`config.mk`:
```
export PLATFORM = sky130hd
export DESIGN_NAME = capture_control
export DESIGN_NICKNAME = d
export VERILOG_FILES = /design/src/hw/cam_capture_pkg.sv /design/src/hw/capture_control.sv
export SDC_FILE = /design/constraint.sdc
export NUM_CORES = 1
export LEC_CHECK = 0
export ABC_AREA = 1
export BUFFER_PORTS_ARGS = -buffer_cell sky130_fd_sc_hd__buf_4
export CAP_MARGIN = 25
export CORE_AREA = 2 2 39 41
export DETAILED_ROUTE_END_ITERATION = 7
export DIE_AREA = 0 0 41 43
export GPL_ROUTABILITY_DRIVEN = 0
export PLACE_DENSITY = 0.57
export SLEW_MARGIN = 20
export SYNTH_ARGS = -nofsm -noshare
export SYNTH_HDL_FRONTEND = slang
export SYNTH_SLANG_ARGS = --single-unit
```
`constraint.sdc`:
```
create_clock -name mipi_pclk -period 2.2 [get_ports mipi_pclk]
set_clock_uncertainty 0.15 [all_clocks]
set_input_delay 0.22 -clock mipi_pclk [delete_from_list [all_inputs] [get_ports mipi_pclk]]
set_output_delay 0.22 -clock mipi_pclk [all_outputs]
set_load 0.05 [all_outputs]
```
`src/hw/cam_capture_pkg.sv`:
```
////////////////////////////////////////
// Camera capture shared definitions
// Pixel and word types, writer states,
// default sizes and gray weights
////////////////////////////////////////

package cam_capture_pkg;

   // One colour or gray sample
   typedef logic [7:0]  pixel_t;
   // Two samples of one channel, pixel 1 in the upper byte
   typedef logic [15:0] pixel_pair_t;
   // FIFO word {b1, g1, r1, b0, g0, r0}
   typedef logic [47:0] rgb_word_t;
   // DMA beat with a zero byte above each 24-bit pixel
   typedef logic [63:0] dma_word_t;
   typedef logic [31:0] count_t;

   typedef enum logic {
      IDLE,
      BURST
   } writer_state_t;

   localparam int DEF_DMA_TRANSFER_LENGTH = 1920;
   localparam int DEF_PCLK_RATE           = 100000000;
   localparam int DEF_FIFO_DEPTH          = 1024;

   // Luma weights, sum is 256
   localparam logic [7:0] GRAY_R_WEIGHT = 8'd77;
   localparam logic [7:0] GRAY_G_WEIGHT = 8'd150;
   localparam logic [7:0] GRAY_B_WEIGHT = 8'd29;

endpackage
```
`src/hw/capture_control.sv`:
```
////////////////////////////////////////
// Capture control
// Syncs the software controls and opens
// capture on whole frames at the vsync
// falling edge
////////////////////////////////////////

`timescale 1ns/1ps

module capture_control import cam_capture_pkg::*; (
   input  logic mipi_pclk,
   input  logic rst_n,
   input  logic i_vsync,
   input  logic i_trigger_capture,
   input  logic i_continuous_capture,
   input  logic i_rgb_gray,
   input  logic i_fifo_write,
   output logic o_capture_en,
   output logic o_gray_sel,
   output logic o_vs_fall
);

   logic vsync_r;
   logic trig_r1;
   logic trig_r2;
   logic trig_r3;
   logic trig_pending;
   logic cont_r1;
   logic cont_r2;
   logic cont_hold;
   logic gray_r1;
   logic gray_r2;
   logic capture_en;

   assign o_vs_fall = vsync_r && !i_vsync;

   always_ff @(posedge mipi_pclk) begin
      if (!rst_n) begin
         vsync_r      <= 1'b0;
         trig_r1      <= 1'b0;
         trig_r2      <= 1'b0;
         trig_r3      <= 1'b0;
         trig_pending <= 1'b0;
         cont_r1      <= 1'b0;
         cont_r2      <= 1'b0;
         cont_hold    <= 1'b0;
         gray_r1      <= 1'b0;
         gray_r2      <= 1'b0;
         capture_en   <= 1'b0;
      end else begin
         vsync_r <= i_vsync;
         trig_r1 <= i_trigger_capture;
         trig_r2 <= trig_r1;
         trig_r3 <= trig_r2;
         // Single shot waits until the first word of its frame is written
         if (trig_r2 && !trig_r3) begin
            trig_pending <= 1'b1;
         end else if (i_fifo_write) begin
            trig_pending <= 1'b0;
         end
         cont_r1 <= i_continuous_capture;
         cont_r2 <= cont_r1;
         if (cont_r2) begin
            cont_hold <= 1'b1;
         end
         gray_r1 <= i_rgb_gray;
         gray_r2 <= gray_r1;
         // Switch only on frame boundaries
         if ((trig_pending || cont_hold) && o_vs_fall) begin
            capture_en <= 1'b1;
         end else if (capture_en && o_vs_fall && !cont_hold) begin
            capture_en <= 1'b0;
         end
      end
   end

   assign o_capture_en = capture_en;
   assign o_gray_sel   = gray_r2;

endmodule

```
Word level (Yosys, flattened, before mapping). Cells that the tools add are included.

Register bits after elaboration: 11. Bits in latches: 0. Bits in writable memories: 0. Memory bits (read-only): 0. Input bits: 7. Memories kept: 0.

Add/subtract/negate cells: 0. Multipliers: 0. Divide/modulo/power cells: 0. $lt $le $gt $ge: 0. Eq/ne operators: 0. Shifts and indexed selects: 0. Multiplexer cells: 4. Bitwise logic cells: 0. Reduce and logical (&&, ||, !) cells: 11.

Operator list (count): $logic_and A1 B1 Y1 (5); $mux W1 (4); $reduce_bool A2 Y1 (2); $logic_not A1 Y1 (3); $logic_or A1 B1 Y1 (1).

Logic depth before layout (Yosys ltp). Gate-level depths: netlist of run 1.

Word-level depth: 6. Gate-level depth with buffers: 5. Mapped depth without buffers: 5.

Worst setup path before layout of run 1. OpenSTA, ideal clock, no wires.

Kind: reg2reg. From: register capture_en (netlist: o_capture_en). To: register capture_en (netlist: o_capture_en). Library setup time: 0.064 ns. Data arrival time: 0.852 ns. Path slack: 1.134 ns. Stages on the path, launching flop included: 5. Path buffers: 0. Clock period less this slack: 1.066 ns. Cells stage by stage: dfxtp_1 inv_1 nand2_1 nand2_1 nor2_1.

Word-level cells in the longest chain between the ends: 3.

RTL lines: from (decl) (RTL line capture_control.sv:33) `logic capture_en;`; from (signal assigned) (RTL line capture_control.sv:49) `capture_en <= 1'b0;`; from (signal assigned) (RTL line capture_control.sv:70) `capture_en <= 1'b1;`; from (signal assigned) (RTL line capture_control.sv:72) `capture_en <= 1'b0;`; $logic_and A1 B1 Y1 (2 in series) (RTL line capture_control.sv:71) `end else if (capture_en && o_vs_fall && !cont_hold) begin`; $reduce_bool A2 Y1 (no source line).

No other way between the ends. A chain may end at the register's enable or synchronous reset.

Worst setup path after layout of run 1.
From: input port i_vsync. To: output port o_vs_fall.

Word-level cells in the longest chain between the ends: 2.

RTL lines: from (decl) (RTL line capture_control.sv:13) `input logic i_vsync,`; $logic_not A1 Y1 (RTL line capture_control.sv:35) `assign o_vs_fall = vsync_r && !i_vsync;`; $logic_and A1 B1 Y1 (RTL line capture_control.sv:35); to (decl) (RTL line capture_control.sv:20) `output logic o_vs_fall`.

No other way between the ends.

==> results.txt, run 1 <==
MaxCap Viol Count: 0
vias per inst: 3.59
Worst setup EP type: output pin
first-pass GRT wire length: 634 µm
placement-stage cell area: 433 µm²
P&R area growth vs syn: 43.2%
final instance area: 510 µm²
CTS sink cnt: 11
Worst Tran Pin Value: 0.145 ns
core area: 0.00138 mm²
Hold Fails Final Rpt: 0
Critical Path Source Type: input pin
Syn Inst Count: 42
n_diodes: 0
min Tclk post-route: 1.60 ns
clk buf depth: 2
relative slew slack: 0.904
initial antenna violation count: 0
IO buf count: 9
Synth Register Bits: 11
mapped cell area: 357 µm²
CTS clock-pin slew for the worst setup and hold paths: 0.07 ns
Internal: 296 µW
Total Power: 383 µW
worst path required time: 1.83 ns
post-CTS sizing: 0
fillers: 147
Nets: 67
Finish-stage setup viols: 0
FMAX: 0.623 GHz
dpl hpwl: 327 µm
largest family of logic cells by synthesized area: buffers and inverters
fraction of the mapped netlist area in simple logic gates: 0.158
average wire per standard cell: 5.92 µm
Synth Area in XOR/XNOR: 0
initial core utilization: 0.258
leak pwr: 0.000302 µW
gr usage total: 0.0594
Residual DRC: 0
post-layout worst setup margin: 0.596 ns
number of warnings issued by yosys: 0
setup repair bufs after CTS: 0
DIE HEIGHT: 43 µm
Die Area: 0.00176 mm²
TritonCTS buffer count: 3
compound-cell area share of the yosys netlist: 0.0561
TritonCTS clock tree: built
Die Wd: 41 µm
Top Ports: 10
Sw Share: 0.227
Slew Viols, Final: 0
pin count of the biggest net entering global routing: 12
mux contribution to synthesized area: 0
Via Count: 269
Hold Crit Class: input pin to register
Switch Pwr: 86.9 µW
Clock Tree Root: clkbuf_4
cts hold-fix bufs: 5
Detailed Route Iter0 Violations: 3
combinational share of power: 0.107
setup_tns: 0 ns
H-Tree Level Count: 1
vias in the first global route: 180
most frequent cells in the layout: inv_1, nand2_1, dfxtp_1
register area share after synthesis: 0.618
syn_nets: 49
Place WS: 1.15 ns
Crit Path Max Fanout: 3
RSZ-0062 raised after global routing: false
Post-DRT Antenna Nets: 0
outcome: completed
worst vdd ir: 0.000256 V
Sequential Power Share: 0.551
period utilisation layout: 0.729
crit path kind: input pin to output pin
grt ovf: 0
# rows: 14
PwrDens: 750 mW/mm²
layout cells sized above 1: 0.237
crit path DAT: 1.23 ns
Mean Syn Cell Area: 8.49 µm²
fraction of the mapped netlist area in adder cells: 0
fraction of power consumed by the clock network: 0.343
Distinct cells, synth: 7
DRT Pass-1 Iters: 3
Clock Latency Late Sink: 0.26 ns
DRT Wirelength: 444 µm
[layout make-up]
cell class | instances | area (µm²) | share of cell area
multi-input cells | 17 | 76.3 | 0.150
clock inverters | 1 | 5.00 | 0.00980
inverters | 13 | 48.8 | 0.0956
well taps | 16 | 20.0 | 0.0392
flip-flops and latches | 11 | 220 | 0.431
clock buffers | 3 | 22.5 | 0.0441
repair buffers | 14 | 118 | 0.230
[synth_stat cells (all sizes together)]
library cell / instances / share of area
inv: 13 / 0.14
nand2: 13 / 0.14
dfxtp: 11 / 0.62
nor2: 2 / 0.021
buf: 1 / 0.032
o21a: 1 / 0.021
o22ai: 1 / 0.035
[routing by layer]
layer	GRT usage	wire, µm	vias up
met5	0	0	-
met2	0.0844	203	7
met3	0.0628	39	0
li1	-	-	150
met1	0.0455	201	112
met4	0.0400	0	0
[stage by stage]
stage / util / hold slack, ns / std cells
floorplan: - / 0.163 / 42
global placement: 0.313 / 0.239 / 66
detailed placement: 0.313 / 0.250 / 66
CTS: 0.369 / 0.0711 / 75
global route: 0.369 / 0.0672 / 75
finish: 0.369 / 0.0737 / 75
[kinds of logic after synthesis]
logic type / after synthesis
AND/OR/NAND/NOR: 15
buffers and inverters: 14
flip-flops: 11
AO/OA/AOI/OAI: 2
[path summary, 6_finish.rpt]
| path | startpoint | end | slack, ns | depth (start not counted) |
|---|---|---|---|---|
| max | i_vsync | o_vs_fall | 0.60 | 6 |
| min | rst_n | gray_r1$_SDFF_PN0_ | 0.07 | 3 |
| max reg2reg | vsync_r$_SDFF_PN0_ | o_capture_en$_SDFFE_PN0P_ | 1.41 | 3 |
| min reg2reg | cont_r1$_SDFF_PN0_ | cont_r2$_SDFF_PN0_ | 0.26 | 2 |
[worst max-delay path, stage by stage]
cell,delay [ns]
dlygate4sd3_1,0.53
buf_4,0.13
inv_1,0.04
nand2_1,0.07
inv_1,0.06
buf_4,0.18
[power groups by stage]
stage	Clock [µW]	Combinational, µW	Sequential, µW
2_1_floorplan	0	16.3	221
3_3_place_gp	0	34.1	215
3_5_place_dp	0	34.5	216
4_1_cts	140	41.5	211
5_1_grt	153	44.5	212
6_report	131	40.8	211
(Power assumes the default switching activity.)
==> inputs of run 2 (changes only) <==
--- a/config.mk
+++ b/config.mk
@@ -5,14 +5,14 @@
 export SDC_FILE = /design/constraint.sdc
 export NUM_CORES = 1
 export LEC_CHECK = 0
-export ABC_AREA = 1
+export ABC_AREA = 0
 export BUFFER_PORTS_ARGS = -buffer_cell sky130_fd_sc_hd__buf_4
 export CAP_MARGIN = 25
 export CORE_AREA = 2 2 39 41
 export DETAILED_ROUTE_END_ITERATION = 7
 export DIE_AREA = 0 0 41 43
 export GPL_ROUTABILITY_DRIVEN = 0
-export PLACE_DENSITY = 0.57
+export PLACE_DENSITY = 0.56
 export SLEW_MARGIN = 20
 export SYNTH_ARGS = -nofsm -noshare
 export SYNTH_HDL_FRONTEND = slang
==> constraint.sdc (replaced) <==
create_clock -name mipi_pclk -period 1.3 [get_ports mipi_pclk]
set_clock_uncertainty 0.15 [all_clocks]
set_input_delay 0.13 -clock mipi_pclk [delete_from_list [all_inputs] [get_ports mipi_pclk]]
set_output_delay 0.13 -clock mipi_pclk [all_outputs]
set_load 0.05 [all_outputs]
==> run 2 against run 1 <==
  * Via count is 12% lower
  * Synthesized area is 7.7% lower
  * Hold slack worse by 0.068 ns
  * Core utilization is 1.4 points lower
  * Combinational power is 60% higher
  * Largest cell class unchanged
  * Clock power is 71% higher
  * Sequential share of layout area is 1.6 points higher
  * First-iteration DRC count is 67% lower
  * Register-to-register slack worse by 1.3 ns
  * Setup slack worse by 0.53 ns
  * Largest power group unchanged
  * Count of clock-buffer cells in the layout is 1 higher
==> results.txt, run 2 <==
Worst R2R Path Depth: 2 (-1)
TritonCTS clock tree: built
Synth Register Bits: 11 (unchanged)
fillers: 137 (-6.8%)
Hold Crit Class: input pin to register
most frequent cells in the layout: dfxtp_1, buf_4, and2_1
TritonCTS buffer count: 3 (unchanged)
PwrDens: 1310 mW/mm² (+75%)
Residual DRC: 0 (unchanged)
Synth top area share: 0.669 (+0.0517)
FMAX: 0.813 GHz
setup_tns: 0 ns (unchanged)
worst vdd ir: 0.000486 V (+90%)
area leader, netlist: dfxtp_1
gr usage total: 0.0807 (+0.0213)
period utilisation layout: 0.946
Critical R2R Launch: trig_pending$_SDFFE_PN0P_
DRT Pass-1 Iters: 2 (-1)
worst path required time: 1.02 ns (-0.81 ns)
Top Ports: 10 (unchanged)
leak pwr: 0.000220 µW (-27%)
Worst Tran Pin Value: 0.145 ns (+0.0000329 ns)
vias in the first global route: 210 (+17%)
RR Endpoint: o_capture_en$_SDFFE_PN0P_
final cell count without fillers: 60 (-20%)
Via Count: 236 (-12%)
Die Area: 0.00176 mm² (unchanged)
post-CTS sizing: 0 (unchanged)
MaxCap Viol Count: 0 (unchanged)
Nets: 52 (-22%)
worst hold path endpoint: cont_hold$_SDFFE_PN0P_
RSZ-0062 raised after global routing: false
asr flop ratio synth: 0 (unchanged)
core area: 0.00138 mm² (unchanged)
worst-path cell chain: nor2b_2, buf_4
area occupied by multi-input gates: 108 µm² (+41%)
most common cell after layout, fill and taps aside: dfxtp_1
Critical Path Source Type: register
Hold Fails Final Rpt: 0 (unchanged)
pin count of the biggest net entering global routing: 12 (unchanged)
clk buf depth: 2 (unchanged)
Synth area leaders: dfxtp_1, and2_1, o211a_1
Main synth FF type: dfxtp_1
number of warnings issued by yosys: 0 (unchanged)
DRT Wirelength: 553 µm (+25%)
initial antenna violation count: 0 (unchanged)
Clock Tree Root: clkbuf_4
layout cells sized above 1: 0.295 (+0.0582)
crit path kind: register to output pin
P&R area growth vs syn: 49.4%
average wire per standard cell: 9.22 µm (+56%)
Finish-stage setup viols: 0 (unchanged)
relative slew slack: 0.904 (about the same)
register-to-register setup slack: 0.11 ns (-1.30 ns)
setup repair bufs after CTS: 0 (unchanged)
CP peak stage delay: 0.32 ns (-0.21 ns)
Worst Hold Depth: 2 (-1)
H-Tree Level Count: 1 (unchanged)
first-pass GRT wire length: 855 µm (+35%)
register area share after synthesis: 0.669 (+0.0517)
Seq. cell area: 220 µm² (unchanged)
Crit Path Max Fanout: 2 (-1)
crit path DAT: 0.95 ns (-0.28 ns)
syn_nets: 34 (-31%)
Syn Inst Count: 27 (-36%)
Worst setup EP type: output pin
n_diodes: 0 (unchanged)
Post-DRT Antenna Nets: 0 (unchanged)
Hold Path Origin: rst_n
# rows: 14 (unchanged)
Post-synth EDFFs: 0 (unchanged)
Distinct cells, synth: 10 (+3)
DIE HEIGHT: 43 µm (unchanged)
grt ovf: 0 (unchanged)
Die Wd: 41 µm (unchanged)
Slew Viols, Final: 0 (unchanged)
CTS sink cnt: 11 (unchanged)
initial core utilization: 0.238 (-0.0199)
Slowest-stage cell, CP: dfxtp_1
outcome: completed
synth cell count leaders: dfxtp_1, and2_1
IO buf count: 9 (unchanged)
most frequent cell after synthesis: dfxtp_1
CTS clock-pin slew for the worst setup and hold paths: 0.07 ns (about the same)
Detailed Route Iter0 Violations: 1 (-2)
cts hold-fix bufs: 5 (unchanged)
Mean Syn Cell Area: 12.2 µm² (+44%)
vias per inst: 3.93 (+9.7%)
Clock Latency Late Sink: 0.26 ns (about the same)
min Tclk post-route: 1.23 ns
Placed Cells incl. Taps: 51 (-23%)
mapped cell area: 329 µm² (-7.7%)
==> run 2: logic make-up (layout without fill, tap and decap cells) <==
logic type             after synthesis  in the layout  share of synthesized area
AO/OA/AOI/OAI                        3              3                     0.0761
buffers and inverters                1             18                     0.0114
flip-flops                          11             11                      0.669
AND/OR/NAND/NOR                     12             12                      0.243
==> run 2: worst max-delay path: cells and delay by family, from the launching register on <==
family,cells,cell delay (ns)
flip-flops,1,0.32
buffers and inverters,1,0.21
AND/OR/NAND/NOR,1,0.16
==> run 2: final cells by class <==
type,instances,area share
clock buffer,4,0.0534
multi-input combinational,15,0.219
sequential,11,0.448
tap,16,0.0407
timing repair buffer,14,0.239
==> run 2: worst max-delay path by stage <==
| stage | startpoint | endpoint | slack, ns | depth (start not counted) |
|---|---|---|---|---|
| 2_1_floorplan | vsync_r$_SDFF_PN0_ | o_capture_en$_SDFFE_PN0P_ | 0.12 | 2 |
| 3_3_place_gp | trig_pending$_SDFFE_PN0P_ | o_capture_en$_SDFFE_PN0P_ | 0.12 | 2 |
| 3_5_place_dp | trig_pending$_SDFFE_PN0P_ | o_capture_en$_SDFFE_PN0P_ | 0.11 | 2 |
| 4_1_cts | vsync_r$_SDFF_PN0_ | o_vs_fall | 0.05 | 2 |
| 5_1_grt | vsync_r$_SDFF_PN0_ | o_vs_fall | 0.006 | 2 |
| 6_report | vsync_r$_SDFF_PN0_ | o_vs_fall | 0.07 | 2 |
==> run 2: where the power goes <==
group,total [µW],switching [µW],leakage [µW],internal [µW]
registers,357,4.53,0.0000907,352
clock network,224,105,0.0000150,118
logic,65.1,28.2,0.000114,36.9
==> run 2: stage by stage <==
stage | area (µm²) | hold WS [ns] | setup WS [ns] | total power, µW | util
floorplan | 332 | 0.102 | 0.125 | 394 | -
global placement | 415 | 0.187 | 0.121 | 417 | 0.300
detailed placement | 415 | 0.192 | 0.110 | 418 | 0.300
CTS | 492 | 0.000519 | 0.0501 | 662 | 0.355
global route | 492 | 0.0163 | 0.00610 | 686 | 0.355
finish | 492 | 0.00542 | 0.0702 | 645 | 0.355
==> run 2: routing by layer <==
metal	vias to the layer above	wire length (µm)	track usage
met2	10	238	0.106
li1	120	-	-
met5	-	0	0
met4	0	0	0.0600
met3	0	55	0.0471
met1	106	259	0.0915
