**config.mk**
```make
export PLATFORM = sky130hd
export DESIGN_NAME = dma_burst_writer_flat
export DESIGN_NICKNAME = d
export VERILOG_FILES = /design/src/hw/cam_capture_pkg.sv /design/src/hw/dma_fifo_if.sv /design/src/hw/dma_burst_writer.sv /design/src/flat_wrapper.sv
export SDC_FILE = /design/constraint.sdc
export NUM_CORES = 1
export LEC_CHECK = 0
export BUFFER_PORTS_ARGS = -buffer_cell sky130_fd_sc_hd__buf_2
export CAP_MARGIN = 20
export CORE_MARGIN = 2
export CORE_UTILIZATION = 25
export DETAILED_ROUTE_END_ITERATION = 8
export SKIP_LAST_GASP = 1
export SYNTH_ARGS = -nofsm -noshare
export SYNTH_HDL_FRONTEND = slang
export SYNTH_SLANG_ARGS = --single-unit
```
**constraint.sdc**
```tcl
create_clock -name mipi_pclk -period 1.7 [get_ports mipi_pclk]
set_input_delay 0.255 -clock mipi_pclk [delete_from_list [all_inputs] [get_ports mipi_pclk]]
set_output_delay 0.255 -clock mipi_pclk [all_outputs]
set_load 0.03 [all_outputs]
```
**src/hw/cam_capture_pkg.sv**
```systemverilog
////////////////////////////////////////
// Camera capture shared definitions
// Pixel and word types, writer states,
// default sizes and gray weights
////////////////////////////////////////

package cam_capture_pkg;

   // One colour or gray sample
   typedef logic [7:0]  pixel_t;
   // Two samples of one channel, pixel 1 in the upper byte
   typedef logic [15:0] pixel_pair_t;
   // FIFO word {b1, g1, r1, b0, g0, r0}
   typedef logic [47:0] rgb_word_t;
   // DMA beat with a zero byte above each 24-bit pixel
   typedef logic [63:0] dma_word_t;
   typedef logic [31:0] count_t;

   typedef enum logic {
      IDLE,
      BURST
   } writer_state_t;

   localparam int DEF_DMA_TRANSFER_LENGTH = 1920;
   localparam int DEF_PCLK_RATE           = 100000000;
   localparam int DEF_FIFO_DEPTH          = 1024;

   // Luma weights, sum is 256
   localparam logic [7:0] GRAY_R_WEIGHT = 8'd77;
   localparam logic [7:0] GRAY_G_WEIGHT = 8'd150;
   localparam logic [7:0] GRAY_B_WEIGHT = 8'd29;

endpackage
```
**src/hw/dma_fifo_if.sv**
```systemverilog
////////////////////////////////////////
// Formatter to FIFO to DMA writer bus
////////////////////////////////////////

`timescale 1ns/1ps

interface dma_fifo_if import cam_capture_pkg::*; ();

   logic      wvalid;
   rgb_word_t wdata;
   logic      re;
   rgb_word_t rdata;
   logic      empty;
   logic      overflow;
   logic      underflow;

   modport producer (output wvalid, output wdata);
   modport storage  (input wvalid, input wdata, input re,
                     output rdata, output empty, output overflow, output underflow);
   modport consumer (output re, input empty, input rdata);
   // Read only view for the statistics block
   modport monitor  (input wvalid, input re, input overflow, input underflow, input empty);

endinterface

```
**src/hw/dma_burst_writer.sv**
```systemverilog
////////////////////////////////////////
// DMA burst writer
// Armed by DMA ready, drains the FIFO in
// fixed length bursts with wlast
////////////////////////////////////////

`timescale 1ns/1ps

module dma_burst_writer import cam_capture_pkg::*; #(
   parameter int TRANSFER_LENGTH = DEF_DMA_TRANSFER_LENGTH
) (
   input  logic      mipi_pclk,
   input  logic      rst_n,
   input  logic      i_dma_init_done,
   input  logic      i_dma_wready,
   dma_fifo_if.consumer fifo,
   output logic      o_dma_wvalid,
   output logic      o_dma_wlast,
   output dma_word_t o_dma_wdata,
   output logic      o_write_active
);

   localparam int CW = (TRANSFER_LENGTH > 1) ? $clog2(TRANSFER_LENGTH) : 1;
   localparam logic [CW-1:0] LAST_BEAT = CW'(TRANSFER_LENGTH - 1);

   writer_state_t state;
   logic [CW-1:0] beat_cnt;
   logic          init_r1;
   logic          init_r2;
   logic          init_r3;

   // Valid follows ready, so a raised valid always transfers
   assign fifo.re        = (state == BURST) && i_dma_wready && !fifo.empty;
   assign o_dma_wvalid   = fifo.re;
   assign o_dma_wlast    = o_dma_wvalid && (beat_cnt == LAST_BEAT);
   assign o_dma_wdata    = {8'h00, fifo.rdata[47:24], 8'h00, fifo.rdata[23:0]};
   assign o_write_active = (state == BURST);

   always_ff @(posedge mipi_pclk) begin
      if (!rst_n) begin
         state    <= IDLE;
         beat_cnt <= '0;
         init_r1  <= 1'b0;
         init_r2  <= 1'b0;
         init_r3  <= 1'b0;
      end else begin
         init_r1 <= i_dma_init_done;
         init_r2 <= init_r1;
         init_r3 <= init_r2;
         case (state)
            IDLE: begin
               beat_cnt <= '0;
               if (init_r2 && !init_r3) begin
                  state <= BURST;
               end
            end
            BURST: begin
               if (o_dma_wlast) begin
                  beat_cnt <= '0;
                  state    <= IDLE;
               end else if (o_dma_wvalid) begin
                  beat_cnt <= beat_cnt + 1'b1;
               end
            end
            default: state <= IDLE;
         endcase
      end
   end

endmodule

```
**src/flat_wrapper.sv**
```systemverilog
// flat-port wrapper written by rule: the top's interface ports become plain ports
module dma_burst_writer_flat import cam_capture_pkg::*;
#(
   parameter int TRANSFER_LENGTH = DEF_DMA_TRANSFER_LENGTH
)
  (mipi_pclk, rst_n, i_dma_init_done, i_dma_wready, o_dma_wvalid, o_dma_wlast, o_dma_wdata, o_write_active, fifo_re, fifo_empty, fifo_rdata);
  dma_fifo_if fifo_i ();
  input  logic mipi_pclk;
  input  logic rst_n;
  input  logic i_dma_init_done;
  input  logic i_dma_wready;
  output logic o_dma_wvalid;
  output logic o_dma_wlast;
  output dma_word_t o_dma_wdata;
  output logic o_write_active;
  output wire logic [$bits(fifo_i.re)-1:0] fifo_re;
  input wire logic [$bits(fifo_i.empty)-1:0] fifo_empty;
  input wire logic [$bits(fifo_i.rdata)-1:0] fifo_rdata;
  assign fifo_re = fifo_i.re;
  assign fifo_i.empty = fifo_empty;
  assign fifo_i.rdata = fifo_rdata;
  dma_burst_writer #(.TRANSFER_LENGTH(TRANSFER_LENGTH)) u_core (.mipi_pclk(mipi_pclk), .rst_n(rst_n), .i_dma_init_done(i_dma_init_done), .i_dma_wready(i_dma_wready), .fifo(fifo_i), .o_dma_wvalid(o_dma_wvalid), .o_dma_wlast(o_dma_wlast), .o_dma_wdata(o_dma_wdata), .o_write_active(o_write_active));
endmodule
```
## Word-level counts from Yosys, hierarchy flattened

Index checks and enable logic that the tools add are counted.

| word-level totals | value |
|---|---|
| output and inout port bits | 68 |
| register bits | 15 |

| operators by class | value |
|---|---|
| equal/unequal tests | 2 |
| bitwise logic cells | 1 |
| add/subtract/negate cells | 1 |
| muxes and demuxes | 6 |
| reductions and logical operators | 6 |

Operators with widths:

| cell | count |
|---|---|
| two-way mux 11 bit | 2 |
| case mux 11 bit (2 select lines) | 1 |
| adder 11 x 1 -> 11 bit, second input constant | 1 |
| == test 11 bit, second input constant | 1 |
| logical AND 1 bit | 4 |
| != test 3 x 2 -> 1 bit, second input constant | 1 |
| logical NOT 1 bit | 2 |
| two-way mux 1 bit | 2 |
| case mux 1 bit (2 select lines) | 1 |
| NOT 1 bit | 1 |

## Depth between registers and ports, before layout

Gate-level depths: netlist of the first run.

| logic depth | value |
|---|---|
| depth in word-level cells | 5 |
| depth in mapped cells | 5 |

## Worst setup path after synthesis of the first run

OpenSTA, ideal clock, no wires.

| timing | value |
|---|---|
| path kind | register -> register |
| start point | register u_core.state, in the netlist u_core.o_write_active |
| end point | register u_core.state, in the netlist u_core.o_write_active |
| setup slack | -0.401 ns |
| period minus slack after synthesis | 2.101 ns |
| data required time | 1.569 ns |
| arrival time | 1.970 ns |
| cell stages (with the launch flop) | 5 |
| path through | dfxtp_1 nand3b_2 nor4_2 nand3b_2 o31ai_1 |

| between the ends | value |
|---|---|
| word-level cells in the longest chain between the ends | 5 |
| elaborated cells on any way between the ends | 6 |
| those cells by class | 2 x mux; 1 x bitwise; 3 x reduce/logical |

Ends and longest elaborated chain:

| element | RTL line | text |
|---|---|---|
| start, declared | dma_burst_writer.sv:26 | `writer_state_t state;` |
| start signal, assigned | dma_burst_writer.sv:41 | `state <= IDLE;` |
| start signal, assigned | dma_burst_writer.sv:54 | `state <= BURST;` |
| start signal, assigned | dma_burst_writer.sv:60 | `state <= IDLE;` |
| logical AND 1 bit (2 in a row) | dma_burst_writer.sv:33 | `assign fifo.re = (state == BURST) && i_dma_wready && !fifo.empty;` |
| logical AND 1 bit | dma_burst_writer.sv:35 | `assign o_dma_wlast = o_dma_wvalid && (beat_cnt == LAST_BEAT);` |
| via o_dma_wlast | flat_wrapper.sv:13 | `output logic o_dma_wlast;` |
| two-way mux 1 bit | dma_burst_writer.sv:58 | `if (o_dma_wlast) begin` |
| case mux 1 bit (2 select lines) | dma_burst_writer.sv:50 | `case (state)` |

The timed path passes the listed nets, and every way through them passes these cells.
A chain may end at the register's enable or synchronous reset.

## Worst setup path after layout of the first run

| timing | value |
|---|---|
| start point | register u_core.beat_cnt[7] |
| end point | output port o_dma_wlast |

| between the ends | value |
|---|---|
| word-level cells in the longest chain between the ends | 2 |

Ends and longest elaborated chain:

| element | RTL line | text |
|---|---|---|
| start, declared | dma_burst_writer.sv:27 | `logic [CW-1:0] beat_cnt;` |
| start signal, assigned | dma_burst_writer.sv:62 | `beat_cnt <= beat_cnt + 1'b1;` |
| == test 11 bit | dma_burst_writer.sv:35 |  |
| logical AND 1 bit | dma_burst_writer.sv:35 |  |
| end, declared | flat_wrapper.sv:13 |  |

Every way passes these cells.

==> impl_metrics.toml, run 1 <==
[placement]
io_buffers = 8
gp_congestion = 0.720
place_hpwl_um = 1200

[job]
drv_cap = 0

[timing]
fmax_mhz = 622
drv_slew = 0
skew_ps = 2.52
fin_setup_tns_ps = 0
period_needed_ps = 1610
report.final.hold_viol_count = 0
setup_viol = 0
rsz0062_at_grt = "no"
min_period_over_period = 0.946

[pwr]
power_leakage_nw = 0.388
totalPowerFinal_uw = 739
max-vdd-ir-drop_mv = 0.291
cellPowerDensity_mw_per_mm2 = 789

[route]
vias = 610
drt_iter0_drc = 17
wl_met1_um = 672
dr.pass1.iters = 2
route.met2.wl_um = 726
wl_met3_um = 164
vias_per_cell = 3.99
ant_nets = 0
wl_um = 1620
wire_per_inst_um = 10.6
route.detailed.drc = 0
top_layer_used = "met4"

[critical_path]
r2r_slack_ps = 190
worstPathRequired_ps = 1440
endpoint = "o_dma_wlast"
worstRegToRegCells = 5
cp-start-kind = "register"
critPathMaxFanout = 4
worstSetupPathType = "register to output pin"
endpoint_kind = "output pin"
r2r-end = "u_core.beat_cnt[10]$_SDFFE_PN0P_"
arrival_ps = 1350
r2r_start = "u_core.beat_cnt[1]$_SDFFE_PN0P_"
critPathLaunch = "u_core.beat_cnt[7]$_SDFFE_PN0P_"

[floorplan]
floorplan.initialDensity = 0.261
ios = 121
die_y_um = 71.9
core_mm2 = 0.00441
die_w_um = 71.9
die_area_mm2 = 0.00517
rows = 24

[layout]
final_common_cell = "conb_1"
area_growth_pct = -18.9
nNetsFinal = 156
layout-drive-gt1-share = 0.228
antennaDiodeCount = 0
final_cell_mix = "conb_1, dfxtp_1, xnor2_1, nor2_1, buf_2"
multiInputGateArea_um2 = 428
n_fill_cell = 492
seqCellArea_um2 = 303

[logic_synthesis]
synthTopCellsByArea = "buf_4, dfxtp_1, xnor2_1"
ys.warnings.count = 0
synth_top_area_frac = 0.423
ys_types = 25
syn_area_mm2 = 0.00115
syn_inst = 137
seq_area_frac_synth = 0.260
ys_seq_elements = 15
avgSynthCellArea_um2 = 8.42
synth_largest_area_cell = "buf_4"
synth_flop_cell = "dfxtp_1"
synth_async_sr_flop_share = 0
synth_edf_count = 0

[cts]
clock-root-buffer = "clkbuf_8"
clock_latency_ps = 250
clkTransAtPathRegs_ps = 60
clk_path_buf_depth = 2
clock_sinks = 15
cts_tree = "yes"
cts_max_level = 1
cts_buffers = 3

[global_routing]
grt_usage = 0.0669
grt_pass1_vias = 542
antenna_found_initial = 0
gr-total-overflow = 0
grt_pass1_wl_um = 2550
grt_max_degree = 16

[min_path]
hp-class = "input pin to register"

[status]
status = "completed"
[synthesized netlist by cell type (all sizes together) (2+ instances only)]
cell     count
buf         65
dfxtp       15
nor2         7
xnor2        7
inv          5
nand2        4
nand3        4
a211oi       3
and2         3
nand4        3
o31ai        3
a2111oi      2
and3         2
clkbuf       2
nand3b       2
[final cells by class]
| class | instances | area share |
|---|---|---|
| multi-input combinational | 65 | 0.457 |
| sequential | 15 | 0.324 |
| timing repair buffer | 12 | 0.0775 |
| tap | 52 | 0.0695 |
| clock buffer | 3 | 0.0441 |
| inverter | 5 | 0.0201 |
| clock inverter | 1 | 0.00802 |
[flip-flops by register name, summed over array words and instances (netlist names)]
register / flops
u_core.o_write_active: 1
u_core.init_r1: 1
u_core.init_r2: 1
u_core.init_r3: 1
u_core.beat_cnt: 11
[routing by layer]
layer  track usage  vias up
li1              -      297
met3        0.0333        8
met5             0        -
met2        0.0947       27
met4        0.0629        0
met1        0.0717      278
[critical path, cell delays in order (launching register included)]
cell and delay, ps:
dfxtp_1 350, nand4b_1 240, nor4_4 310, buf_4 200
[stage by stage]
step	utilization	setup WS [ps]	std cells	cell area [um^2]	hold slack (ps)
2_1_floorplan	-	1.49	152	1240	372
3_3_place_gp	0.199	187	148	877	396
3_5_place_dp	0.199	151	148	877	396
4_1_cts	0.212	72.8	153	936	196
5_1_grt	0.212	2.30	153	936	200
6_report	0.212	91.1	153	936	205
[worst min path at each step]
stage                                   start                                to  slack [ps]  cells after the start
floorplan                               rst_n         u_core.init_r3$_SDFF_PN0_         370                      2
global placement    u_core.init_r3$_SDFF_PN0_  u_core.o_write_active$_SDFF_PN0_         400                      1
detailed placement  u_core.init_r3$_SDFF_PN0_  u_core.o_write_active$_SDFF_PN0_         400                      1
CTS                           i_dma_init_done         u_core.init_r1$_SDFF_PN0_         200                      2
global route                  i_dma_init_done         u_core.init_r1$_SDFF_PN0_         200                      2
finish                        i_dma_init_done         u_core.init_r1$_SDFF_PN0_         210                      2
[power by group]
part | switching [mW] | internal, mW | total (mW)
sequential | 0.00206 | 0.356 | 0.358
clock | 0.133 | 0.165 | 0.298
combinational | 0.0695 | 0.0125 | 0.0820
[cell families after synthesis]
group / Yosys count / share of synthesized area
compound gates: 12 / 0.0803
simple gates: 28 / 0.139
xor+xnor: 8 / 0.0607
flops: 15 / 0.260
fa+ha+maj: 1 / 0.0108
buf+inv: 72 / 0.446
other cells: 1 / 0.00325
[what timing repair did]
item                       CTS  global route
hold buffers                 0             0
setup endpoints to repair    1             0
setup buffers                1             0
resized for setup            1             0
Note: power is estimated with default switching activity, not from simulation.
==> run 2, diff against run 1 <==
--- a/config.mk
+++ b/config.mk
@@ -9,7 +9,9 @@
 export CAP_MARGIN = 20
 export CORE_MARGIN = 2
 export CORE_UTILIZATION = 25
+export CTS_BUF_LIST = sky130_fd_sc_hd__clkbuf_2
 export DETAILED_ROUTE_END_ITERATION = 8
+export GPL_ROUTABILITY_DRIVEN = 0
 export SKIP_LAST_GASP = 1
 export SYNTH_ARGS = -nofsm -noshare
 export SYNTH_HDL_FRONTEND = slang
==> run 2 against run 1 <==
Compared with the run above: core utilization is 0.57 points lower; sequential power hardly changed; final area is 2.7% lower; clock power is 40% lower; clock skew is 4.4 ps higher; wire length is 0.37% higher.
==> impl_metrics.toml, run 2 (synthesis gave the netlist of run 1 again) <==
[global_routing]
gr-total-overflow = 0
grt_max_degree = 16
antenna_found_initial = 0
grt_pass1_wl_um = 2530
grt_pass1_vias = 546
grt_usage = 0.0648

[layout]
fin_area_um2 = 911
area_growth_pct = -21.0
layout-drive-gt1-share = 0.238
n_fill_cell = 495
final_cell_mix = "conb_1, dfxtp_1, xnor2_1, nor2_1, buf_2"
nNetsFinal = 156
top_register = "u_core.beat_cnt"
antennaDiodeCount = 0
largest_reg_flops = 11
final_common_cell = "conb_1"

[floorplan]
ios = 121
die_y_um = 71.9
floorplan.initialDensity = 0.261
core_mm2 = 0.00441
rows = 24
die_area_mm2 = 0.00517
die_w_um = 71.9

[timing]
fmax_mhz = 598
skew_ps = 6.93
setup_viol = 0
rsz0062_at_grt = "yes"
report.final.hold_viol_count = 0
setup_ws_ps = 26.9
period_needed_ps = 1670
drv_slew = 0
min_period_over_period = 0.984

[cts]
clkTransAtPathRegs_ps = 160
clock_latency_ps = 290
clock-root-buffer = "clkbuf_2"
clk_path_buf_depth = 2
cts_buffers = 3
clock_sinks = 15
cts_max_level = 1
cts_tree = "yes"

[status]
status = "completed"

[min_path]
hp-class = "input pin to register"

[pwr]
power_leakage_nw = 0.380
cellPowerDensity_mw_per_mm2 = 680
max-vdd-ir-drop_mv = 0.408

[route]
drt_iter0_drc = 20
route.detailed.drc = 0
dr.pass1.iters = 4
vias_per_cell = 4.05
vias = 620
wire_per_inst_um = 10.6
ant_nets = 0
wl_um = 1620

[critical_path]
critPathMaxFanout = 4
endpoint_kind = "output pin"
cp-start-kind = "register"
path_cells = "nand4b_1 > nor4_4 > buf_4"
slowest_delay_ps = 370
critPathTopFamily = "simple AND/OR/NAND/NOR gates"
worst_path_max_delay_cell = "dfxtp_1"
arrival_ps = 1420
worstPathRequired_ps = 1440
critPathBufInv = 1
worstSetupPathType = "register to output pin"

[placement]
dpl_worst_slack_ps = 151
place_hpwl_um = 1200
io_buffers = 8
dpl-instance-area_um2 = 877

[job]
drv_cap = 0
[run 2: metrics by stage]
stage | power, mW | instances | util | hold WS (ps) | setup TNS, ps
6_report | 0.619 | 153 | 0.206 | 152 | 0
5_1_grt | 0.647 | 153 | 0.206 | 121 | -79.3
4_1_cts | 0.627 | 153 | 0.206 | 136 | 0
3_5_place_dp | 0.448 | 148 | 0.199 | 396 | 0
3_3_place_gp | 0.449 | 148 | 0.199 | 396 | 0
2_1_floorplan | 0.673 | 152 | - | 372 | 0
[run 2: power breakdown]
part | leakage (nW) | switching, mW | internal [mW]
Sequential | 0.123 | 0.00209 | 0.357
Clock | 0.0126 | 0.124 | 0.0549
Combinational | 0.244 | 0.0694 | 0.0125
Total | 0.380 | 0.195 | 0.424
[run 2: worst paths after layout]
check | start | endpoint | slack [ps] | cells after the start
worst max-delay path | u_core.beat_cnt[7]$_SDFFE_PN0P_ | o_dma_wlast | 30 | 3
worst min register to register | u_core.init_r3$_SDFF_PN0_ | u_core.o_write_active$_SDFF_PN0_ | 420 | 1
worst min-delay path | i_dma_init_done | u_core.init_r1$_SDFF_PN0_ | 150 | 2
worst max register to register | u_core.beat_cnt[0]$_SDFFE_PN0P_ | u_core.beat_cnt[10]$_SDFFE_PN0P_ | 210 | 5
[run 2: area by class of cell]
class,instances,area [um^2],share of cell area
Tap cell,52,65.1,0.0714
Clock inverter,1,7.51,0.00824
Inverter,5,18.8,0.0206
Clock buffer,3,15.0,0.0165
Sequential cell,15,304,0.334
Multi-Input combinational cell,65,428,0.470
Timing Repair Buffer,12,72.6,0.0797
[run 2: worst reg2reg max path, cell delays in order (launching register included)]
cell	delay (ps)
dfxtp_2	410
ha_2	220
nand3_4	110
a2111oi_1	450
xnor2_1	170
nor2_1	50
[run 2: timing repair]
item,in CTS,in global routing
hold buffers,0,0
gates resized for setup,2,0
endpoints found under the setup margin,1,1
buffers inserted,1,0
pin swaps,1,0
[run 2: per-layer routing]
metal,part of all wire,up-vias,global-route usage,wire length (um)
met4,0.026,0,0.0503,43
met1,0.41,284,0.0709,673
li1,-,297,-,-
met5,0,-,0,0
met3,0.11,6,0.0333,175
met2,0.45,33,0.0947,731
