[src/hw/cam_capture_pkg.sv]
////////////////////////////////////////
// Camera capture shared definitions
// Pixel and word types, writer states,
// default sizes and gray weights
////////////////////////////////////////

package cam_capture_pkg;

   // One colour or gray sample
   typedef logic [7:0]  pixel_t;
   // Two samples of one channel, pixel 1 in the upper byte
   typedef logic [15:0] pixel_pair_t;
   // FIFO word {b1, g1, r1, b0, g0, r0}
   typedef logic [47:0] rgb_word_t;
   // DMA beat with a zero byte above each 24-bit pixel
   typedef logic [63:0] dma_word_t;
   typedef logic [31:0] count_t;

   typedef enum logic {
      IDLE,
      BURST
   } writer_state_t;

   localparam int DEF_DMA_TRANSFER_LENGTH = 1920;
   localparam int DEF_PCLK_RATE           = 100000000;
   localparam int DEF_FIFO_DEPTH          = 1024;

   // Luma weights, sum is 256
   localparam logic [7:0] GRAY_R_WEIGHT = 8'd77;
   localparam logic [7:0] GRAY_G_WEIGHT = 8'd150;
   localparam logic [7:0] GRAY_B_WEIGHT = 8'd29;

endpackage
[src/hw/dma_fifo_if.sv]
////////////////////////////////////////
// Formatter to FIFO to DMA writer bus
////////////////////////////////////////

`timescale 1ns/1ps

interface dma_fifo_if import cam_capture_pkg::*; ();

   logic      wvalid;
   rgb_word_t wdata;
   logic      re;
   rgb_word_t rdata;
   logic      empty;
   logic      overflow;
   logic      underflow;

   modport producer (output wvalid, output wdata);
   modport storage  (input wvalid, input wdata, input re,
                     output rdata, output empty, output overflow, output underflow);
   modport consumer (output re, input empty, input rdata);
   // Read only view for the statistics block
   modport monitor  (input wvalid, input re, input overflow, input underflow, input empty);

endinterface

[src/hw/pixel_formatter.sv]
////////////////////////////////////////
// Pixel formatter
// Optional grayscale, packs a pixel
// pair into one registered FIFO word
////////////////////////////////////////

`timescale 1ns/1ps

module pixel_formatter import cam_capture_pkg::*; (
   input  logic        mipi_pclk,
   input  logic        rst_n,
   input  logic        i_valid,
   input  pixel_pair_t i_r_pix,
   input  pixel_pair_t i_g_pix,
   input  pixel_pair_t i_b_pix,
   input  logic        i_capture_en,
   input  logic        i_gray_sel,
   dma_fifo_if.producer fifo
);

   // Weighted sum fits 16 bits, keep the top byte
   function automatic pixel_t to_gray(input pixel_t r, input pixel_t g, input pixel_t b);
      logic [15:0] sum;
      sum = GRAY_R_WEIGHT * r + GRAY_G_WEIGHT * g + GRAY_B_WEIGHT * b;
      return sum[15:8];
   endfunction

   pixel_t    gray0;
   pixel_t    gray1;
   rgb_word_t word_next;

   assign gray0 = to_gray(i_r_pix[7:0], i_g_pix[7:0], i_b_pix[7:0]);
   assign gray1 = to_gray(i_r_pix[15:8], i_g_pix[15:8], i_b_pix[15:8]);

   assign word_next = i_gray_sel ? {gray1, gray1, gray1, gray0, gray0, gray0} :
                      {i_b_pix[15:8], i_g_pix[15:8], i_r_pix[15:8],
                       i_b_pix[7:0], i_g_pix[7:0], i_r_pix[7:0]};

   always_ff @(posedge mipi_pclk) begin
      if (!rst_n) begin
         fifo.wvalid <= 1'b0;
      end else begin
         fifo.wvalid <= i_valid && i_capture_en;
      end
   end

   always_ff @(posedge mipi_pclk) begin
      fifo.wdata <= word_next;
   end

endmodule

[src/flat_wrapper.sv]
// flat-port wrapper written by rule: the top's interface ports become plain ports
module pixel_formatter_flat import cam_capture_pkg::*;
  (mipi_pclk, rst_n, i_valid, i_r_pix, i_g_pix, i_b_pix, i_capture_en, i_gray_sel, fifo_wvalid, fifo_wdata);
  dma_fifo_if fifo_i ();
  input  logic mipi_pclk;
  input  logic rst_n;
  input  logic i_valid;
  input  pixel_pair_t i_r_pix;
  input  pixel_pair_t i_g_pix;
  input  pixel_pair_t i_b_pix;
  input  logic i_capture_en;
  input  logic i_gray_sel;
  output wire logic [$bits(fifo_i.wvalid)-1:0] fifo_wvalid;
  output wire logic [$bits(fifo_i.wdata)-1:0] fifo_wdata;
  assign fifo_wvalid = fifo_i.wvalid;
  assign fifo_wdata = fifo_i.wdata;
  pixel_formatter u_core (.mipi_pclk(mipi_pclk), .rst_n(rst_n), .i_valid(i_valid), .i_r_pix(i_r_pix), .i_g_pix(i_g_pix), .i_b_pix(i_b_pix), .i_capture_en(i_capture_en), .i_gray_sel(i_gray_sel), .fifo(fifo_i));
endmodule
[config.mk]
export PLATFORM = sky130hd
export DESIGN_NAME = pixel_formatter_flat
export DESIGN_NICKNAME = d
export VERILOG_FILES = /design/src/hw/cam_capture_pkg.sv /design/src/hw/dma_fifo_if.sv /design/src/hw/pixel_formatter.sv /design/src/flat_wrapper.sv
export SDC_FILE = /design/constraint.sdc
export NUM_CORES = 1
export LEC_CHECK = 0
export BUFFER_PORTS_ARGS = -buffer_cell sky130_fd_sc_hd__buf_2
export CAP_MARGIN = 20
export CORE_MARGIN = 2
export CORE_UTILIZATION = 61
export CTS_CLUSTER_DIAMETER = 120
export CTS_CLUSTER_SIZE = 28
export DETAILED_ROUTE_END_ITERATION = 16
export PLACE_DENSITY_LB_ADDON = 0.2
export SYNTH_ARGS = -nofsm -noshare
export SYNTH_HDL_FRONTEND = slang
export SYNTH_SLANG_ARGS = --single-unit
[constraint.sdc]
create_clock -name mipi_pclk -period 8.55 [get_ports mipi_pclk]
set_clock_uncertainty 0.2 [all_clocks]
set_input_delay 0.4275 -clock mipi_pclk [delete_from_list [all_inputs] [get_ports mipi_pclk]]
set_output_delay 0.4275 -clock mipi_pclk [all_outputs]
set_load 0.02 [all_outputs]
== Word level (Yosys, flattened, before mapping) ==
Index checks and enable logic that the tools add are counted.

* Add/subtract/negate cells: 4
* Multipliers: 6
* Divide/modulo/power cells: 0
* Order comparisons: 0
* Eq/ne operators: 0
* Shift operators: 0
* Mux-type cells: 1
* Bitwise gates (word level): 0
* Reductions and logical operators: 1

{| class="wikitable"
|+ Operators by type and width
! cell !! number
|-
| $mul 7x8->15 const A || 4
|-
| $mux 48 || 1
|-
| $add 15x16->16 || 2
|-
| $add 16x13->16 || 2
|-
| $mul 5x8->13 const A || 2
|-
| $logic_and 1x1->1 || 1
|}

* Register bits: 49
* Bits in latches: 0
* RAM bits: 0
* Memory bits (read-only): 0
* Input bits: 53
* Output and inout bits: 49
* Logic and storage cells: 14
* Memories kept: 0

== Depth between registers and ports, before layout ==
Gate-level depths: netlist (run 1).

* Word-level depth: 4
* Mapped depth: 25
* Depth with buffers taken out: 25

== Least setup slack after synthesis (run 1) ==
No wires, ideal clock.

* Path type: input to register
* Start: input i_g_pix[4]
* End: register u_core.fifo.wdata[14]
* Setup time: 0.129 ns
* Data arrival time: 6.065 ns
* Required time: 8.221 ns
* Setup slack: 2.156 ns
* Stages: 21
* Buffers on the path: 0
* Path through: ha_1 > ha_1 > inv_1 > fa_1 > fa_1 > inv_1 > ha_1 > xnor2_1 > fa_1 > fa_1 > inv_1 > fa_1 > fa_1 > inv_1 > ha_1 > a211oi_1 > o21ai_0 > and3_1 > or4_1 > nand3_1 > o21ai_0

* Cells in the longest elaborated chain, start to end: 4

{| class="wikitable"
|+ Ends and longest elaborated chain
! element !! line !! text
|-
| start, declared || flat_wrapper.sv:9 || <nowiki>input pixel_pair_t i_g_pix;</nowiki>
|-
| $mul 7x8->15 || pixel_formatter.sv:24 || <nowiki>sum = GRAY_R_WEIGHT * r + GRAY_G_WEIGHT * g + GRAY_B_WEIGHT * b;</nowiki>
|-
| $add 15x16->16 || pixel_formatter.sv:24 ||
|-
| $add 16x13->16 || pixel_formatter.sv:24 ||
|-
| $mux 48 || pixel_formatter.sv:35 || <nowiki>assign word_next = i_gray_sel ? {gray1, gray1, gray1, gray0, gray0, gray0} :</nowiki>
|-
| named net u_core.word_next[14] || pixel_formatter.sv:30 || <nowiki>rgb_word_t word_next;</nowiki>
|-
| end signal, assigned || pixel_formatter.sv:48 || <nowiki>fifo.wdata <= word_next;</nowiki>
|-
| end, declared || dma_fifo_if.sv:17 || <nowiki>modport producer (output wvalid, output wdata);</nowiki>
|}

The timed path passes the listed nets, and every way through them passes these cells.
A chain may end at the register's enable or synchronous reset.

== Final worst setup path (run 1) ==
* Start: input i_g_pix[4]
* End: register u_core.fifo.wdata[7]

Same word-level chain as after synthesis.

==> results.md, run 1 <==
Run status:
- The flow ran to the end, and the final reports show no timing, DRC or antenna violations.

GRT:
- The number of antenna violations at the first check in global routing is 0.
- The overall global routing resource usage is 25.9%.
- The overflow left after global routing is 0.
- The global-route wire length before repair is 27400 microns.
- The number of global-route vias before repair is 5649.
- The maximum number of pins on one net before global-route repair is 56.

Timing:
- Setup violations remaining at the end of the flow were counted as 0.
- The maximum clock rate is 150 MHz.
- In this run the tightest slew margin relative to its limit is 51.1%.
- The final period utilization is 78.2%.
- At the pin with the least slew margin, the transition time is 0.732 ns.
- The total negative setup slack is 0 ns.
- The number of hold violations in the final report is 0.
- The count of pins over their slew limit is 0.
- Setup repair after global routing left no endpoint under its margin.
- The minimum clock period after layout is 6.68 ns.

Clock tree:
- The number of levels the H-tree was split into is 2.
- Clock-pin slew was measured on the worst setup and hold paths at 0.07 ns.
- The maximum count of clock buffers along a single path is 2.
- The TritonCTS clock tree is done.
- Post-CTS repair changed the size of 0 cells.
- The number of setup buffers added after CTS is 0.
- The tree is rooted in a sky130_fd_sc_hd__clkbuf_16.
- In this run, post-CTS hold repair placed 0 buffers.
- The number of buffers inserted during clock tree synthesis is 5.
- The tree built by TritonCTS fans out to 49 sinks.

Yosys:
- The synthesized area is 7830 sq um.
- In the post-synthesis netlist, the cell with the most instances is sky130_fd_sc_hd__inv_1.
- The commonest cells after synthesis are 215 x sky130_fd_sc_hd__inv_1, 168 x sky130_fd_sc_hd__ha_1, 110 x sky130_fd_sc_hd__fa_1.
- The synthesized design spends more area on one cell type than any other, namely sky130_fd_sc_hd__fa_1.
- The share of synthesized area in the top cell type comes to 28.1%.
- The yosys synthesis warning count is 0.
- Summing the sequential cell areas from Yosys gives 12.5% of the chip area.
- The share of synthesized registers carrying an async set or reset is 0%.
- The synthesized instance count is 822.
- The number of register bits inferred by synthesis is 49.
- Sorting the synthesized cells by area gives the leading types as sky130_fd_sc_hd__fa_1 28%, sky130_fd_sc_hd__ha_1 27%, sky130_fd_sc_hd__dfxtp_1 13%.
- The synthesized netlist net count is 1153.
- Averaged over all synthesized cells, the footprint is 9.52 sq um.
- The main flop type after synthesis is sky130_fd_sc_hd__dfxtp_1.
- The number of enable flip-flop cells after synthesis is 0.
- The netlist uses 48 different library cells.

Detailed routing:
- The first TritonRoute pass finished after 5 iterations.
- The detailed router finished its first iteration with 290 violations.
- The number of antenna-violating nets in the routed design is 0.
- In the routed design, unresolved DRC markers number 0.
- The per-cell via count in the routed design is 5.28.
- The final layout contains routed wiring with a total length of 16600 microns.
- The routed via count is 5784.
- In the final routed layout, each cell accounts on average for 15.1 microns.

Setup path:
- The endpoint type of the worst setup path is a register.
- The signal arrival time at the worst endpoint is 6.70 ns.
- In this run the worst path has a maximum fanout of 6.
- The required arrival time at the worst endpoint is 8.56 ns.
- The critical path launch point type is a primary input.
- The critical path is of the in2reg type.

Die:
- The floorplan step set the die height to 117 microns.
- The overall die area is 13800 sq um.
- The total area inside the core boundary comes to 12600 sq um.
- The boundary pin count is 102.
- The horizontal die dimension is 117 microns.
- The number of standard-cell rows in the floorplan is 41.
- The initial core utilization is 62.3%.

Layout:
- In the final layout, the share of cells above drive strength 1 is 13.6%.
- The number of filler instances in the final layout is 1013.
- The repair_antennas step left the layout with diodes totalling 0.
- In the final design database the tool counted 1254 nets.
- From synthesis to final layout, the design area changed by 11.2%.

Flow run:
- The count of max-cap constraint violations is 0.

Placed design:
- The HPWL after detailed placement is 14200 microns.
- The count of buffers added on input and output ports is 101.
- The congestion estimate from routability-driven global placement came to 0.859.

Worst hold path:
- In this run the worst hold path is classified as in2reg.
## logic make-up after synthesis
kind of cell	after synthesis	synth area share (%)
compound gates	129	11.0
flops	49	12.5
xor+xnor	24	2.69
simple gates	111	6.99
fa+ha+maj	278	55.0
mux	8	1.12
buf+inv	223	10.7
## layout by cell type (no fill, tap or decap), drive strengths merged, types with 3 or more instances in the layout
| cell type | synthesis | final |
|---|---|---|
| dfxtp | 49 | 49 |
| a21o | 13 | 13 |
| nor2 | 20 | 20 |
| xor2 | 6 | 6 |
| o21ai | 46 | 46 |
| o31ai | 9 | 9 |
| and3 | 5 | 5 |
| a21oi | 24 | 24 |
| or2 | 4 | 4 |
| mux2 | 6 | 6 |
| clkbuf | 6 | 6 |
| a2111oi | 3 | 3 |
| nand4 | 5 | 5 |
| nor2b | 3 | 3 |
| nand2 | 29 | 29 |
| nor4 | 4 | 4 |
| xnor2 | 18 | 18 |
| or3 | 4 | 4 |
| inv | 215 | 215 |
| fa | 110 | 110 |
| ha | 168 | 168 |
| nand2b | 7 | 7 |
| o41ai | 3 | 3 |
| nor3 | 13 | 13 |
| buf | 2 | 102 |
| nand3 | 12 | 12 |
| a211oi | 4 | 4 |
| o21a | 13 | 13 |
## stage by stage
| stage | hold WS [ns] | utilization [%] | setup WS, ns | area, sq um | std cells |
|---|---|---|---|---|---|
| 2_1_floorplan | 0.336 | - | 2.16 | 7830 | 822 |
| 6_report | 0.173 | 69.2 | 1.87 | 8700 | 1096 |
| 3_3_place_gp | 0.463 | 67.8 | 1.80 | 8520 | 1088 |
| 4_1_cts | 0.172 | 69.2 | 1.91 | 8700 | 1096 |
| 5_1_grt | 0.164 | 69.2 | 1.62 | 8700 | 1096 |
| 3_5_place_dp | 0.462 | 67.8 | 1.67 | 8520 | 1088 |
## per-layer routing
metal,vias up,wire [microns],track usage [%],share of wire (%)
met5,-,0,0,0
li1,2871,-,-,-
met1,2752,8300,39.5,50
met3,17,751,2.99,4.5
met2,144,7360,40.9,44
met4,0,179,3.76,1.1
## cell type report
type / count / area [sq um] / share of cell area, %
Tap cell: 172 / 215 / 2.47
Clock buffer: 6 / 139 / 1.60
Sequential cell: 49 / 981 / 11.3
Timing Repair Buffer: 102 / 513 / 5.90
Inverter: 215 / 807 / 9.28
Multi-Input combinational cell: 550 / 6010 / 69.1
Clock inverter: 2 / 37.5 / 0.431
## final timing paths
path / cells after the start / end / startpoint
max: 22 / u_core.fifo.wdata[7] / i_g_pix[4]
min: 2 / u_core.fifo.wvalid / i_capture_en
## worst max-delay path: stages
cell                       delay (ns)
sky130_fd_sc_hd__buf_2           0.14
sky130_fd_sc_hd__ha_1            0.31
sky130_fd_sc_hd__ha_1            0.28
sky130_fd_sc_hd__inv_1           0.05
sky130_fd_sc_hd__fa_1            0.49
sky130_fd_sc_hd__fa_1            0.51
sky130_fd_sc_hd__inv_1           0.04
sky130_fd_sc_hd__ha_1            0.33
sky130_fd_sc_hd__xnor2_1         0.21
sky130_fd_sc_hd__fa_1            0.46
sky130_fd_sc_hd__fa_1            0.55
sky130_fd_sc_hd__inv_1           0.06
sky130_fd_sc_hd__fa_1            0.47
sky130_fd_sc_hd__fa_1            0.55
sky130_fd_sc_hd__inv_1           0.04
sky130_fd_sc_hd__ha_1            0.37
sky130_fd_sc_hd__nand3_1         0.10
sky130_fd_sc_hd__or3_1           0.31
sky130_fd_sc_hd__nor3_1          0.41
sky130_fd_sc_hd__o32a_1          0.27
sky130_fd_sc_hd__nand4_1         0.14
sky130_fd_sc_hd__o211ai_1        0.16
## registers in the layout, indices dropped and copies added (netlist names)
signal	cells
u_core.fifo.wdata	48
u_core.fifo.wvalid	1
Power of run 1 is left out: the tool's default activity adds up to more than one toggle a clock period on the data nets, which glitch-free logic cannot reach.
==> run 2, diff against run 1 <==
Clock period 8.55 ns to 6.8 ns, I/O delays scaled along.
==> run 2 against run 1 <==
Global-route usage rose by 0.20 points. Final area rose by 0.14%. Sequential cell count did not move. Highest routed layer unchanged. Setup slack got worse by 1.5 ns. Sequential share of layout area barely moved. Wire length fell by 0.49%.
==> results.md, run 2 (synthesis gave the netlist of run 1 again) <==
Run status:
- The flow ran to the end, and the final reports show no timing, DRC or antenna violations.

Detailed routing:
- The met2 routed wirelength was 7490 microns (+1.7%).
- The routed via count is 5766 (-0.31%).
- The final routed DRC violation total is 0 (unchanged).
- The detailed router used layers up to and including met4.
- The detailed-route wire length on metal 1 came to 8140 microns (-1.9%).
- The number of antenna-violating nets in the routed design is 0 (unchanged).
- The total wire length is 16500 microns (-0.49%).
- The per-cell via count in the routed design is 5.24 (-0.76%).
- The first-pass iteration count of the detailed router is 4 (-1).
- The met3 wire length is 747 microns (-0.53%).
- The initial DRC count is 258 (-11%).
- The mean routed wirelength per cell is 15.0 microns (-0.95%).

GRT:
- The number of antenna violations at the first check in global routing is 0 (unchanged).
- The overall global routing resource usage is 26.1% (+0.20 points).
- The number of global-route vias before repair is 5689 (+0.71%).
- The maximum number of pins on one net before global-route repair is 56 (unchanged).
- The overflow left after global routing was 0 (unchanged).
- The global-route wire length before repair was 27500 microns (+0.32%).

Flow run:
- The count of max-cap constraint violations came to 0 (unchanged).

Placed design:
- The cell area reported after detailed placement is 8560 sq um (+0.44%).
- The placer's final routability congestion estimate came to 0.864 (+0.61%).
- The post-DP HPWL is 14300 microns (+0.38%).
- The number of buffers added on ports was 101 (unchanged).

Layout:
- The top cell types in the final layout, fill and taps aside, are 215 x sky130_fd_sc_hd__inv_1, 168 x sky130_fd_sc_hd__ha_1, 110 x sky130_fd_sc_hd__fa_1.
- The register with the most flip-flops in the final layout is u_core.fifo.wdata.
- The most common cell after layout, fill and taps aside is sky130_fd_sc_hd__inv_1.
- The cell area after layout was 8710 sq um (+0.14%).
- The number of flip-flops in the largest register is 48 (unchanged).
- The number of filler instances in the final layout is 1047 (+3.4%).
- The largest registers in the layout are u_core.fifo.wdata: 48 flops, u_core.fifo.wvalid: 1 flops.
- Relative to the synthesized area, the layout overhead comes to 11.3%.
- The antenna diode count is 0 (unchanged).
- The share of post-route cells with drive strength above 1 came to 14.1% (+0.46 points).
- The number of nets in the layout is 1259 (+0.40%).
- The end-of-flow core utilization is 69.3% (+0.099 points).

Clock tree:
- The number of buffers inserted for hold repair after clock tree synthesis is 0 (unchanged).
- The number of buffers inserted to repair setup after CTS is 0 (unchanged).
- TritonCTS built the clock tree.
- The root buffer selected by CTS is sky130_fd_sc_hd__clkbuf_16.
- The clock sink count was 49 (unchanged).
- The number of buffers inserted during clock tree synthesis is 5 (unchanged).
- The number of levels the H-tree was split into is 2 (unchanged).
- The clock transition at the registers of the reported paths is 0.07 ns (about the same).
- The count of cells resized by post-cts repair is 0 (unchanged).
- The maximum count of clock buffers along a single path was 2 (unchanged).

Timing:
- The number of hold violations in the final report is 0 (unchanged).
- Setup repair after global routing left no endpoint under its margin.
- The tightest slew margin relative to the limit was 43.2% (-7.9 points).
- The actual transition at the worst max-transition pin came to 0.852 ns (+0.120 ns).
- The final period utilization is 94.9%.
- The count of endpoints failing setup in the final report is 0 (unchanged).
- The minimum clock period after layout is 6.45 ns.
- The total negative setup slack is 0 ns (unchanged).
- Timing would allow up to 155 MHz.
- The count of pins over their slew limit is 0 (unchanged).

Setup path:
- The endpoint type of the worst setup path is a register.
- The required arrival time at the worst endpoint came to 6.81 ns (-1.75 ns).
- On the critical path the largest part of the delay comes from adder cells.
- The combined buffer and inverter count along the critical path is 6 (+1).
- The beginning of the critical path is i_g_pix[4].
- The critical path launch point type is a primary input.
- The largest individual stage delay along the critical path comes from the cell sky130_fd_sc_hd__fa_1.
- The instance count on the critical path is 23 (+4.5%).
- The end of the critical path is u_core.fifo.wdata[20].
- The cell that appears most often on the critical path is sky130_fd_sc_hd__fa_1.
- The biggest fanout along the worst timing path is 5 (-1).
- The critical setup path kind is in2reg.
- The signal arrival time at the worst endpoint is 6.46 ns (-0.24 ns).
- The highest cell delay on the worst timing path is 0.54 ns (about the same).
- The critical path goes through buf_2 > ha_1 > ha_1 > inv_1 > fa_1 > fa_1 > inv_1 > ha_1 > xnor2_1 > fa_1 > fa_1 > inv_1 > fa_1 > fa_1 > inv_1 > ha_1 > buf_4 > a21o_1 > a21oi_1 > o41ai_2 > o31ai_1 > mux2_2 > o21ai_0.

Die:
- The overall die height came to 117 microns (unchanged).
- The initial core utilization is 62.3% (unchanged).
- The placeable core region was 12600 sq um (unchanged).
- The number of standard-cell rows in the floorplan is 41 (unchanged).
- The overall die area came to 13800 sq um (unchanged).
- The boundary pin count is 102 (unchanged).
- The horizontal die dimension is 117 microns (unchanged).

Worst hold path:
- The tightest min-delay check is of the in2reg type.
==> run 2: stage by stage <==
stage / hold slack, ns / instances / setup WS [ns]
after floorplan: 0.248 / 822 / 0.494
after global placement: 0.376 / 1093 / 0.171
after detailed placement: 0.376 / 1093 / 0.0810
after CTS: 0.0831 / 1101 / 0.339
after global routing: 0.0749 / 1101 / 0.0349
final: 0.0791 / 1101 / 0.350
==> run 2: cell type report <==
cell class	instances	area, sq um	area share [%]
well taps	172	215	2.47
multi-input cells	550	6010	69.0
repair buffers	107	551	6.32
clock buffers	5	125	1.44
inverters	215	807	9.26
flip-flops and latches	49	981	11.3
clock inverters	3	26.3	0.302
==> run 2: worst min path at each step <==
| stage | start | end | slack (ns) | cells after the start |
|---|---|---|---|---|
| finish | i_capture_en | u_core.fifo.wvalid | 0.08 | 2 |
| global route | i_capture_en | u_core.fifo.wvalid | 0.07 | 2 |
| CTS | i_capture_en | u_core.fifo.wvalid | 0.08 | 2 |
| detailed placement | i_capture_en | u_core.fifo.wvalid | 0.38 | 2 |
| global placement | i_capture_en | u_core.fifo.wvalid | 0.38 | 2 |
| floorplan | i_g_pix[15] | u_core.fifo.wdata[39] | 0.25 | 2 |
==> run 2: metal layers <==
| metal | vias to the layer above | global-route usage, % |
|---|---|---|
| met1 | 2754 | 38.1 |
| met5 | - | 0 |
| met2 | 125 | 43.1 |
| met4 | 0 | 3.69 |
| li1 | 2875 | - |
| met3 | 12 | 3.30 |
Power of run 2 is left out for the same reason.
